===== src/vmul_pkg.sv =====
`default_nettype none

package vmul_pkg;

  // Datapath width of one lane word
  localparam int unsigned ElenBits = 64;
  // One strobe bit per byte of the word
  localparam int unsigned StrbBits = ElenBits / 8;

  // One packed word of elements
  typedef logic [ElenBits-1:0] elen_t;
  // Byte mask of a word
  typedef logic [StrbBits-1:0] strb_t;

  // Element width selected per request
  typedef enum logic [1:0] {
    EW8  = 2'd0,
    EW16 = 2'd1,
    EW32 = 2'd2,
    EW64 = 2'd3
  } vew_e;

  // Supported integer multiply operations
  typedef enum logic [2:0] {
    VMUL    = 3'd0,
    VMULH   = 3'd1,
    VMULHU  = 3'd2,
    VMULHSU = 3'd3,
    VMACC   = 3'd4,
    VNMSAC  = 3'd5,
    VMADD   = 3'd6,
    VNMSUB  = 3'd7
  } vmul_op_e;

  // Request as it enters the lane
  typedef struct packed {
    vmul_op_e op;
    vew_e     vew;
    elen_t    vs1;
    elen_t    vs2;
    elen_t    vd;
    strb_t    mask;
  } vmul_req_t;

  // Request after operand role assignment
  // opa and opb are multiplied and opc is the addend
  typedef struct packed {
    vmul_op_e op;
    vew_e     vew;
    elen_t    opa;
    elen_t    opb;
    elen_t    opc;
    strb_t    mask;
  } mul_op_t;

  // Response word with its byte mask
  typedef struct packed {
    elen_t result;
    strb_t mask;
  } vmul_rsp_t;

endpackage

`default_nettype wire

===== src/vmul_writeback.sv =====
`timescale 1ns/1ps
`default_nettype none

module vmul_writeback (
  input  logic                clk_i,
  input  logic                rst_n_i,
  // From the multiplier
  input  vmul_pkg::vmul_rsp_t rsp_i,
  input  logic                valid_i,
  output logic                ready_o,
  // Toward the outside
  output vmul_pkg::vmul_rsp_t rsp_o,
  output logic                valid_o,
  input  logic                ready_i
);

  import vmul_pkg::*;

  // Masked response, before the register
  vmul_rsp_t rsp_d;
  // One-deep output register
  vmul_rsp_t rsp_q;
  logic      valid_q;

  // Mask-agnostic fill
  // inactive bytes are written as all ones
  always_comb begin
    rsp_d.mask = rsp_i.mask;
    for (int b = 0; b < StrbBits; b++) begin
      rsp_d.result[8*b +: 8] = rsp_i.mask[b] ? rsp_i.result[8*b +: 8] : 8'hFF;
    end
  end

  // Ready when empty or when the outside takes the held response
  assign ready_o = ~valid_q | ready_i;

  always_ff @(posedge clk_i or negedge rst_n_i) begin
    if (!rst_n_i) begin
      valid_q <= 1'b0;
    end else if (ready_o) begin
      valid_q <= valid_i;
    end
  end

  // Response payload, loaded on each transfer in
  always_ff @(posedge clk_i) begin
    if (valid_i && ready_o) begin
      rsp_q <= rsp_d;
    end
  end

  assign rsp_o   = rsp_q;
  assign valid_o = valid_q;

endmodule

`default_nettype wire


===== config.mk =====
export PLATFORM = sky130hd
export DESIGN_NAME = vmul_writeback
export DESIGN_NICKNAME = d
export VERILOG_FILES = /design/src/vmul_pkg.sv /design/src/vmul_writeback.sv
export SDC_FILE = /design/constraint.sdc
export NUM_CORES = 1
export LEC_CHECK = 0
export BUFFER_PORTS_ARGS = -buffer_cell sky130_fd_sc_hd__buf_2
export CAP_MARGIN = 20
export CORE_AREA = 2 2 74 93
export DETAILED_ROUTE_END_ITERATION = 8
export DIE_AREA = 0 0 76 95
export HOLD_SLACK_MARGIN = 0.12
export PLACE_DENSITY = 0.76
export SYNTH_ARGS = -nofsm -noshare
export SYNTH_HDL_FRONTEND = slang
export SYNTH_SLANG_ARGS = --single-unit

===== constraint.sdc =====
create_clock -name clk_i -period 3 [get_ports clk_i]
set_input_delay 0.75 -clock clk_i [delete_from_list [all_inputs] [get_ports clk_i]]
set_output_delay 0.75 -clock clk_i [all_outputs]
set_load 0.005 [all_outputs]

* Word level (Yosys, flattened, before mapping)
Cells that the tools add are included.
Word-level totals: register bits 73, input port bits 76, word-level logic and storage cells 13
Cells by class: bitwise operators 2, reductions and logical operators 1
Operators with widths (count):
- logical AND 1 bit | 1
- NOT 1 bit | 1
- OR 1 bit | 1

* Depth between registers and ports, before layout
word-level depth 3, mapped depth 2, gate-level depth less buffers 2

* Least setup slack after synthesis
Ideal clock, no wire load.
path kind input -> register, from in ready_i, to reg rsp_q, in the netlist rsp_o[0] (enable), setup time 0.438 ns, arrival time 2.603 ns, required time 2.562 ns, setup slack -0.041 ns, stages 2, path through nand2b_1 -> and2_1
Between the ends: word-level cells in the longest chain between the ends 2
RTL lines:
- start, declared | RTL line vmul_writeback.sv:14 | input logic ready_i
- OR 1 bit | RTL line vmul_writeback.sv:35 | assign ready_o = ~valid_q | ready_i;
- logical AND 1 bit | RTL line vmul_writeback.sv:47 | if (valid_i && ready_o) begin
- end signal, assigned | RTL line vmul_writeback.sv:48 | rsp_q <= rsp_d;
- end, declared | RTL line vmul_writeback.sv:22 | vmul_rsp_t rsp_q;
No other way between the ends. A chain may end at the register's enable or synchronous reset.

* Worst setup path after layout
from in ready_i, to out ready_o
Between the ends: word-level cells in the longest chain between the ends 1
RTL lines:
- OR 1 bit | RTL line vmul_writeback.sv:35
- end, declared | RTL line vmul_writeback.sv:10 | output logic ready_o,
No other way between the ends.

==> summary.md <==
| Metric | Value |
|---|---|
| Area of the multi-input gates | `452 um^2` |
| Area Overhead vs Synth | `42.1%` |
| Period utilisation layout | `0.631` |
| First-pass GRT wire length | `approximately 7500 um` |
| Crit path launch type | `input port` |
| Register area | `between 0.002 and 0.0025 mm^2` |
| Initial antenna violation count | `0` |
| Crit-path cells | `buf_2 > nand2b_1 > buf_2` |
| Critical path's top delay family | `buffers and inverters` |
| H-tree Lvls | `3` |
| FF-to-FF Start | `valid_o$_DFFE_PN0P_` |
| CP peak stage delay | `around 160 ps` |
| Cell leakage power | `1.53 nW` |
| Die height | `roughly 95 um` |
| Slowest cell on crit path | `nand2b_1` |
| Top cell by count, worst path | `buf_2` |
| Post-route DRC | `0` |
| Die area | `just over 0.007 mm^2` |
| Worst-skew pair later-pin latency | `330 ps` |
| Yosys reg bits | `between 70 and 80` |
| Crit path depth | `3` |
| RR Endpoint | `rsp_o[29]$_SDFFCE_PN1P_` |
| Starting Density | `0.412` |
| Comb power frac | `0.077` |
| Worst Setup End Kind | `primary output` |
| Switching part of the total power | `0.191` |
| Power Density | `599 mW/mm^2` |
| Internal power | `around 1.8 mW` |
| Max-slew violations | `0` |
| CTS Buffer Depth | `2` |
| Syn Inst Count | `140` |
| ANT nets after route | `0` |
| F_max | `about 530 MHz` |
| Die width | `~76 um` |
| P_sw | `roughly 0.43 mW` |
| Final hold slack | `between 150 and 200 ps` |
| Max-slew headroom | `0.681` |
| Post-synth top area share | `0.820` |
| Drt total wl | `5190 um` |
| Diode count | `0` |
| Cts bufs inserted | `9` |
| Maxcap violations | `0` |
| Max FO, Critical Path | `3` |
| GR Util All Layers | `0.138` |
| RSZ-0062 raised after global routing | `false` |
| Worst Tran Pin Value | `~480 ps` |
| Clock power frac | `0.393` |
| Total placed cells including tap cells | `roughly 380` |
| Root Buffer | `clkbuf_8` |
| Vias in the first global route | `about 1,600` |
| Core footprint | `0.00640 mm^2` |
| DR vias | `roughly 1,700` |
| Flop pwr share | `0.531` |
| Port Buffer Count | `approximately 150` |
| Final setup fails | `0` |
| Largest cells by area after synthesis | `edfxtp_1 (82%), nand2b_1 (10%), or2b_1 (6.8%)` |
| Mapped cell area | `0.00264 mm^2` |
| Wire per inst | `roughly 13 um` |
| Rows | `33` |
| Non-Filler Instances | `around 390` |
| Netlist cell types | `5` |
| Critical Path RT | `around 2300 ps` |
| # IOs | `150` |
| Mapped Nets | `about 220` |
| Vias/cell | `between 4 and 5` |
| Synth area leader | `edfxtp_1` |
| 1st-pass router iterations | `4` |
| Maximum VDD drop | `between 0.3 and 0.4 mV` |
| Data arrival, critical path | `1140 ps` |
| Seq/Total Area, Yosys | `0.830` |
| FF-to-FF path depth | `3` |
| Clock Skew | `around 5.0 ps` |
| Number of synthesis warnings | `0` |
| Sinks on Clock Net | `73` |
| Largest net degree at the start of global routing | `38` |
| Share of cells above drive strength 1 | `0.542` |
| CTS tree | `done` |
| Post-CTS setup repair buffer count | `0` |
| Clk slew on worst S/H paths | `around 70 ps` |
| Count of hold-fix buffers inserted at cts | `0` |
| Status | `finished clean` |
| Fin nets | `approximately 380` |
| Post-cts sizing count | `0` |
| Setup Total Neg Slack | `0 ps` |
| Hold Path Class | `in2async` |
| Grt ovf | `0` |
| Reg-to-reg setup timing slack | `1440 ps` |
| Worst Path Buf+Inv | `2` |
| Iter 0 DRT Violations | `between 40 and 50` |
| Final Hold Fails | `0` |
| Final RePlAce weighted congestion | `between 0.6 and 0.7` |
| Fin crit period | `around 1900 ps` |
| Fill count | `about 500` |
| Crit path kind | `in2out` |
| Avg Cell Area, Syn | `18.8 um^2` |
==> final cells by class <==
cell class / count / area share
Clock inverter: 7 / 0.0291
Sequential cell: 73 / 0.584
Tap cell: 87 / 0.0291
Multi-Input combinational cell: 67 / 0.121
Clock buffer: 9 / 0.0331
Timing Repair Buffer: 150 / 0.204
==> sequential cells by signal (all words and copies together) (netlist names) <==
signal,cells
valid_o,1
rsp_o,72
==> through the flow <==
stage / utilization / total power, mW / setup slack, ps / area (um^2)
floorplan: - / 1.27 / 749 / 2640
global placement: 0.549 / 1.38 / 983 / 3510
detailed placement: 0.549 / 1.39 / 944 / 3510
CTS: 0.585 / 2.27 / 1110 / 3750
global route: 0.585 / 2.32 / 1090 / 3750
finish: 0.585 / 2.25 / 1110 / 3750
==> metal layers <==
| layer | vias up | part of all wire | global-route usage |
|---|---|---|---|
| li1 | 820 | - | - |
| met1 | 794 | 0.36 | 0.147 |
| met2 | 81 | 0.56 | 0.249 |
| met3 | 7 | 0.068 | 0.0478 |
| met4 | 0 | 0.016 | 0.0636 |
| met5 | - | 0 | 0 |
==> cells by family after synthesis <==
group	count (synthesis)	share of synthesized area
flops	73	0.830
simple gates	67	0.170
==> power groups by stage <==
stage	sequential (mW)	clock [mW]	combinational (mW)
after global placement	1.21	0	0.170
after floorplan	1.22	0	0.0506
after global routing	1.20	0.939	0.190
after CTS	1.19	0.902	0.177
after detailed placement	1.21	0	0.177
final	1.19	0.882	0.172
==> synth_stat cells <==
library cell,n
and2_1,1
edfxtp_1,72
nand2b_1,42
dfrtp_1,1
or2b_1,24
==> layout by cell type (no fill, tap or decap) <==
cell type  netlist  final
buf_2            0    149
clkinv_1         0      1
clkbuf_8         0      9
bufinv_16        0      3
and2_4           0      1
nand2b_1        42     42
dfrtp_1          1      1
edfxtp_1        72     72
or2b_1          24     24
clkinv_2         0      3
buf_12           0      1
==> how the worst max path moves through the flow <==
stage,from,to,slack [ps]
2_1_floorplan,ready_i,rsp_o[0]$_DFFE_PP_,750
3_3_place_gp,ready_i,rsp_o[20]$_SDFFCE_PN1P_,980
6_report,ready_i,ready_o,1110
5_1_grt,ready_i,ready_o,1090
3_5_place_dp,ready_i,rsp_o[1]$_DFFE_PP_,940
4_1_cts,ready_i,ready_o,1110
Note: power is estimated with default switching activity, not from simulation.
