`src/vmul_pkg.sv`:
```
`default_nettype none

package vmul_pkg;

  // Datapath width of one lane word
  localparam int unsigned ElenBits = 64;
  // One strobe bit per byte of the word
  localparam int unsigned StrbBits = ElenBits / 8;

  // One packed word of elements
  typedef logic [ElenBits-1:0] elen_t;
  // Byte mask of a word
  typedef logic [StrbBits-1:0] strb_t;

  // Element width selected per request
  typedef enum logic [1:0] {
    EW8  = 2'd0,
    EW16 = 2'd1,
    EW32 = 2'd2,
    EW64 = 2'd3
  } vew_e;

  // Supported integer multiply operations
  typedef enum logic [2:0] {
    VMUL    = 3'd0,
    VMULH   = 3'd1,
    VMULHU  = 3'd2,
    VMULHSU = 3'd3,
    VMACC   = 3'd4,
    VNMSAC  = 3'd5,
    VMADD   = 3'd6,
    VNMSUB  = 3'd7
  } vmul_op_e;

  // Request as it enters the lane
  typedef struct packed {
    vmul_op_e op;
    vew_e     vew;
    elen_t    vs1;
    elen_t    vs2;
    elen_t    vd;
    strb_t    mask;
  } vmul_req_t;

  // Request after operand role assignment
  // opa and opb are multiplied and opc is the addend
  typedef struct packed {
    vmul_op_e op;
    vew_e     vew;
    elen_t    opa;
    elen_t    opb;
    elen_t    opc;
    strb_t    mask;
  } mul_op_t;

  // Response word with its byte mask
  typedef struct packed {
    elen_t result;
    strb_t mask;
  } vmul_rsp_t;

endpackage

`default_nettype wire
```
`src/vmul_issue.sv`:
```
`timescale 1ns/1ps
`default_nettype none

module vmul_issue (
  input  logic                clk_i,
  input  logic                rst_n_i,
  // Request side
  input  vmul_pkg::vmul_req_t req_i,
  input  logic                req_valid_i,
  output logic                req_ready_o,
  // Multiplier side
  output vmul_pkg::mul_op_t   mul_o,
  output logic                mul_valid_o,
  input  logic                mul_ready_i
);

  import vmul_pkg::*;

  // Operands after role mapping, before the register
  mul_op_t mul_d;
  // One-deep output register
  mul_op_t mul_q;
  logic    valid_q;

  // Role assignment
  always_comb begin
    mul_d.op   = req_i.op;
    mul_d.vew  = req_i.vew;
    mul_d.mask = req_i.mask;
    // Multiplicand a is always vs1
    mul_d.opa  = req_i.vs1;
    if (req_i.op inside {VMADD, VNMSUB}) begin
      // vd becomes the multiplicand and vs2 the addend
      // so the multiplier treats these like VMACC and VNMSAC
      mul_d.opb = req_i.vd;
      mul_d.opc = req_i.vs2;
    end else begin
      // Plain multiply and accumulate forms
      mul_d.opb = req_i.vs2;
      mul_d.opc = req_i.vd;
    end
  end

  // Ready when empty or when the multiplier takes the held item
  assign req_ready_o = ~valid_q | mul_ready_i;

  // Valid flag of the stage
  always_ff @(posedge clk_i or negedge rst_n_i) begin
    if (!rst_n_i) begin
      valid_q <= 1'b0;
    end else if (req_ready_o) begin
      // Load a new item or become empty
      valid_q <= req_valid_i;
    end
  end

  // Payload only moves on an accepted request
  always_ff @(posedge clk_i) begin
    if (req_valid_i && req_ready_o) begin
      mul_q <= mul_d;
    end
  end

  // Drive the multiplier
  assign mul_o       = mul_q;
  assign mul_valid_o = valid_q;

endmodule

`default_nettype wire

```
`config.mk`:
```
export PLATFORM = sky130hd
export DESIGN_NAME = vmul_issue
export DESIGN_NICKNAME = d
export VERILOG_FILES = /design/src/vmul_pkg.sv /design/src/vmul_issue.sv
export SDC_FILE = /design/constraint.sdc
export NUM_CORES = 1
export LEC_CHECK = 0
export ABC_AREA = 1
export BUFFER_PORTS_ARGS = -buffer_cell sky130_fd_sc_hd__buf_2
export CAP_MARGIN = 20
export CELL_PAD_IN_SITES_DETAIL_PLACEMENT = 0
export CELL_PAD_IN_SITES_GLOBAL_PLACEMENT = 1
export CORE_MARGIN = 5
export CORE_UTILIZATION = 34
export CTS_CLUSTER_DIAMETER = 200
export DETAILED_ROUTE_END_ITERATION = 12
export PLACE_DENSITY_LB_ADDON = 0.2
export SKIP_CTS_REPAIR_TIMING = 1
export SYNTH_ARGS = -nofsm -noshare
export SYNTH_HDL_FRONTEND = slang
export SYNTH_SLANG_ARGS = --single-unit
```
`constraint.sdc`:
```
create_clock -name clk_i -period 12.9 [get_ports clk_i]
set_input_delay 2.58 -clock clk_i [delete_from_list [all_inputs] [get_ports clk_i]]
set_output_delay 2.58 -clock clk_i [all_outputs]
set_load 0.01 [all_outputs]
```
Yosys cells after proc, flatten, opt, wreduce, memory -nomap -nowiden
Index checks and enable logic that the tools add are counted.
Cells by class
  eq/ne operators: 2
  multiplexer cells: 1
  bitwise operators: 2
  reduce and logical (&&, ||, !) cells: 2
Operators by type and width (count)
  $mux W128: 1
  $eq A3 B3 Y1 const B: 2
  $reduce_bool A2 Y1: 1
  $logic_and A1 B1 Y1: 1
  $not A1 Y1: 1
  $or A1 B1 Y1: 1
Storage, ports and cells
  flip-flop bits (word level): 206
  bits of input ports: 209
  output and inout port bits: 207
  word-level logic and storage cells: 14

Logic depth before layout (Yosys ltp)
  depth after elaboration: 3
  gate-level depth with buffers: 5
  mapped depth without buffers: 3

Worst setup path before layout
Ideal clock, no wire load.
  path type: input-to-reg
  from: input req_valid_i
  to: register mul_q (netlist bit mul_o[0]) (enable)
  library setup time: 838 ps
  data arrival time: 12462 ps
  required time: 12062 ps
  slack: -400 ps
  cell stages on the path: 2
  path buffers: 0
  path through: inv_1 a21oi_1
Between the ends
  longest elaborated chain between the ends: 1
Ends and longest elaborated chain
  from (decl): RTL line vmul_issue.sv:9  | input logic req_valid_i,
  $logic_and A1 B1 Y1: RTL line vmul_issue.sv:59  | if (req_valid_i && req_ready_o) begin
  to (signal assigned): RTL line vmul_issue.sv:60  | mul_q <= mul_d;
  to (decl): RTL line vmul_issue.sv:22  | mul_op_t mul_q;
No other way between the ends.
A chain may end at the register's enable or synchronous reset.

Final worst setup path
  from: input mul_ready_i
  to: output req_ready_o
Between the ends
  longest elaborated chain between the ends: 1
Ends and longest elaborated chain
  from (decl): RTL line vmul_issue.sv:14  | input logic mul_ready_i
  $or A1 B1 Y1: RTL line vmul_issue.sv:45  | assign req_ready_o = ~valid_q | mul_ready_i;
  to (decl): RTL line vmul_issue.sv:10  | output logic req_ready_o,
No other way between the ends.

==> impl_metrics.py <==
metrics = {
    "status": {
        "status": "finished clean",
    },
    "cells_and_area": {
        "fin_cells": 1379,
        "drive_gt1_frac": 0.429,
        "layout.nets": 1251,
        "utilization": 0.472,
        "syn_to_final_growth_pct": 37.2,
        "num-fill-cells": 2298,
    },
    "place": {
        "gp_congestion": 0.772,
        "dp_hpwl_um": 18300,
        "placed_cells_incl_taps": 1336,
        "io_buffers": 415,
    },
    "floorplanning": {
        "fp-row-count": 56,
        "initial_core_util": 0.344,
        "die-area_mm2": 0.0269,
        "chipWidth_um": 164,
        "coreArea_mm2": 0.0234,
        "die_height_um": 164,
        "ios": 416,
    },
    "setup_path": {
        "arrival_ns": 2.99,
        "cp-end-kind": "output pin",
        "crit_required_ns": 10.32,
        "cp-start-kind": "input port",
        "r2r_cells": 3,
        "worstPathMaxFanout": 2,
        "crit_type": "input port to output pin",
    },
    "routing": {
        "vias": 6311,
        "routed_wl_um": 25000,
        "drc_errors": 0,
        "via_per_inst": 4.58,
        "drt_iter0_drc": 353,
        "wl_per_cell_um": 18.1,
        "ant_nets": 0,
        "first_pass_iters": 5,
    },
    "timing": {
        "fin_crit_sh": 0.432,
        "rsz0062_at_grt": "no",
        "setup_viol": 0,
        "slew_violations": 0,
        "setup_tns_ns": 0,
        "fmax_mhz": 179,
        "tightest_slew_ns": 1.03,
        "finClkSkew_ns": 0.0107,
        "relSlewSlack": 0.316,
        "min_period_ns": 5.57,
        "finalHoldViolations": 0,
    },
    "yosys": {
        "ys_seq_area_frac": 0.768,
        "syn_area_mm2": 0.00805,
        "synth.distinct_cells": 8,
        "avgSynthCellArea_um2": 12.6,
        "yosysWarnings": 0,
        "ys_ff_latch": 206,
        "synth_fp_nets": 847,
        "syn_inst": 638,
    },
    "global_routing": {
        "grt_max_degree": 83,
        "grt_pass1_wl_um": 35500,
        "grt_pass1_vias": 6061,
        "grt_overflow_total": 0,
        "grt_usage": 0.173,
        "antenna_found_initial": 5,
    },
    "cts": {
        "insertion_delay_ns": 0.50,
        "cts-root-buf": "clkbuf_16",
        "cts_buffers": 23,
        "cts_num_sinks": 206,
        "clkTransAtPathRegs_ns": 0.06,
        "cts_max_path_buffers": 3,
        "cts_tree": "done",
        "htreeDepth": 1,
    },
    "power_and_ir_drop": {
        "leakage_nw": 5.11,
        "vdd_ir_drop_max_v": 0.0000713,
        "power_density_mw_per_mm2": 142,
        "power_mw": 1.57,
    },
    "flow_run": {
        "maxCapViolations": 0,
    },
    "min_path": {
        "hp-class": "flip-flop to flip-flop",
        "hold-path-cell-count": 2,
    },
}
-- power by group --
group | total, mW | internal [mW] | switching (mW) | leakage (nW)
registers | 0.799 | 0.790 | 0.00867 | 1.97
clock network | 0.601 | 0.354 | 0.247 | 0.341
logic | 0.173 | 0.0650 | 0.108 | 2.79
total | 1.57 | 1.21 | 0.363 | 5.11
-- final timing paths --
path	startpoint	endpoint	slack (ns)
max in group asynchronous	rst_n_i	mul_valid_o	10.96
hold reg to reg	mul_valid_o	mul_valid_o	0.60
setup / recovery	mul_ready_i	req_ready_o	7.33
min in group asynchronous	rst_n_i	mul_valid_o	1.86
setup reg to reg	mul_valid_o	mul_o[79]	10.22
hold / removal	mul_valid_o	mul_valid_o	0.60
-- cells in the mapped netlist --
library cell  number  area [um2]
a21oi_1            1        5.00
buf_2             28         140
inv_1              2        7.51
dfrtp_1            1        25.0
nand2_1          259         972
buf_4             14         105
nand3_1          128         641
edfxtp_1         205        6160
-- layer usage --
metal,wire length (um),global-route usage
met5,47,0
met3,2530,0.0600
met2,13700,0.336
met1,8270,0.174
met4,481,0.0461
-- registers in the layout, summed over array words and instances (netlist names) --
name / cells
mul_o: 205
mul_valid_o: 1
-- layout by cell type, fill, tap and decap left out --
master / n
nand2_1: 258
a21oi_4: 1
bufinv_16: 1
nand2_4: 1
nand3_1: 128
buf_2: 413
dfrtp_1: 1
diode_2: 2
clkinv_1: 2
buf_4: 8
edfxtp_1: 205
clkbuf_16: 23
clkbuf_8: 1
clkinv_2: 6
clkbuf_1: 8
inv_1: 2
-- logic make-up (layout without fill, tap and decap cells) --
| logic type | Yosys count | in the layout | synth area share |
|---|---|---|---|
| AO/OA/AOI/OAI | 1 | 1 | 0.000621 |
| flip-flops | 206 | 206 | 0.768 |
| other | 0 | 2 | 0 |
| AND/OR/NAND/NOR | 387 | 387 | 0.200 |
| buffers and inverters | 44 | 464 | 0.0314 |
-- cell type report --
type                    count  area (um2)  share of cell area
diodes                      2        5.00            0.000453
clock buffers              32         619              0.0561
clock inverters             9        67.6             0.00612
inverters                   2        7.51            0.000680
multi-input cells         388        1640               0.148
flip-flops and latches    206        6180               0.560
well taps                 319         399              0.0361
repair buffers            421        2130               0.193
-- through the flow --
step	hold WS [ns]	setup slack, ns	cell area, um2
floorplan	0.631	3.83	8060
detailed placement	0.585	7.32	10400
CTS	0.602	7.32	11000
finish	0.598	7.33	11000
global placement	0.573	7.34	10400
global route	0.664	7.28	11000
-- critical path, stage by stage --
cell and delay (ns):
buf_2 0.09, inv_1 0.10, nand2_1 0.08, buf_2 0.14
Note: power is estimated with default switching activity, not from simulation.
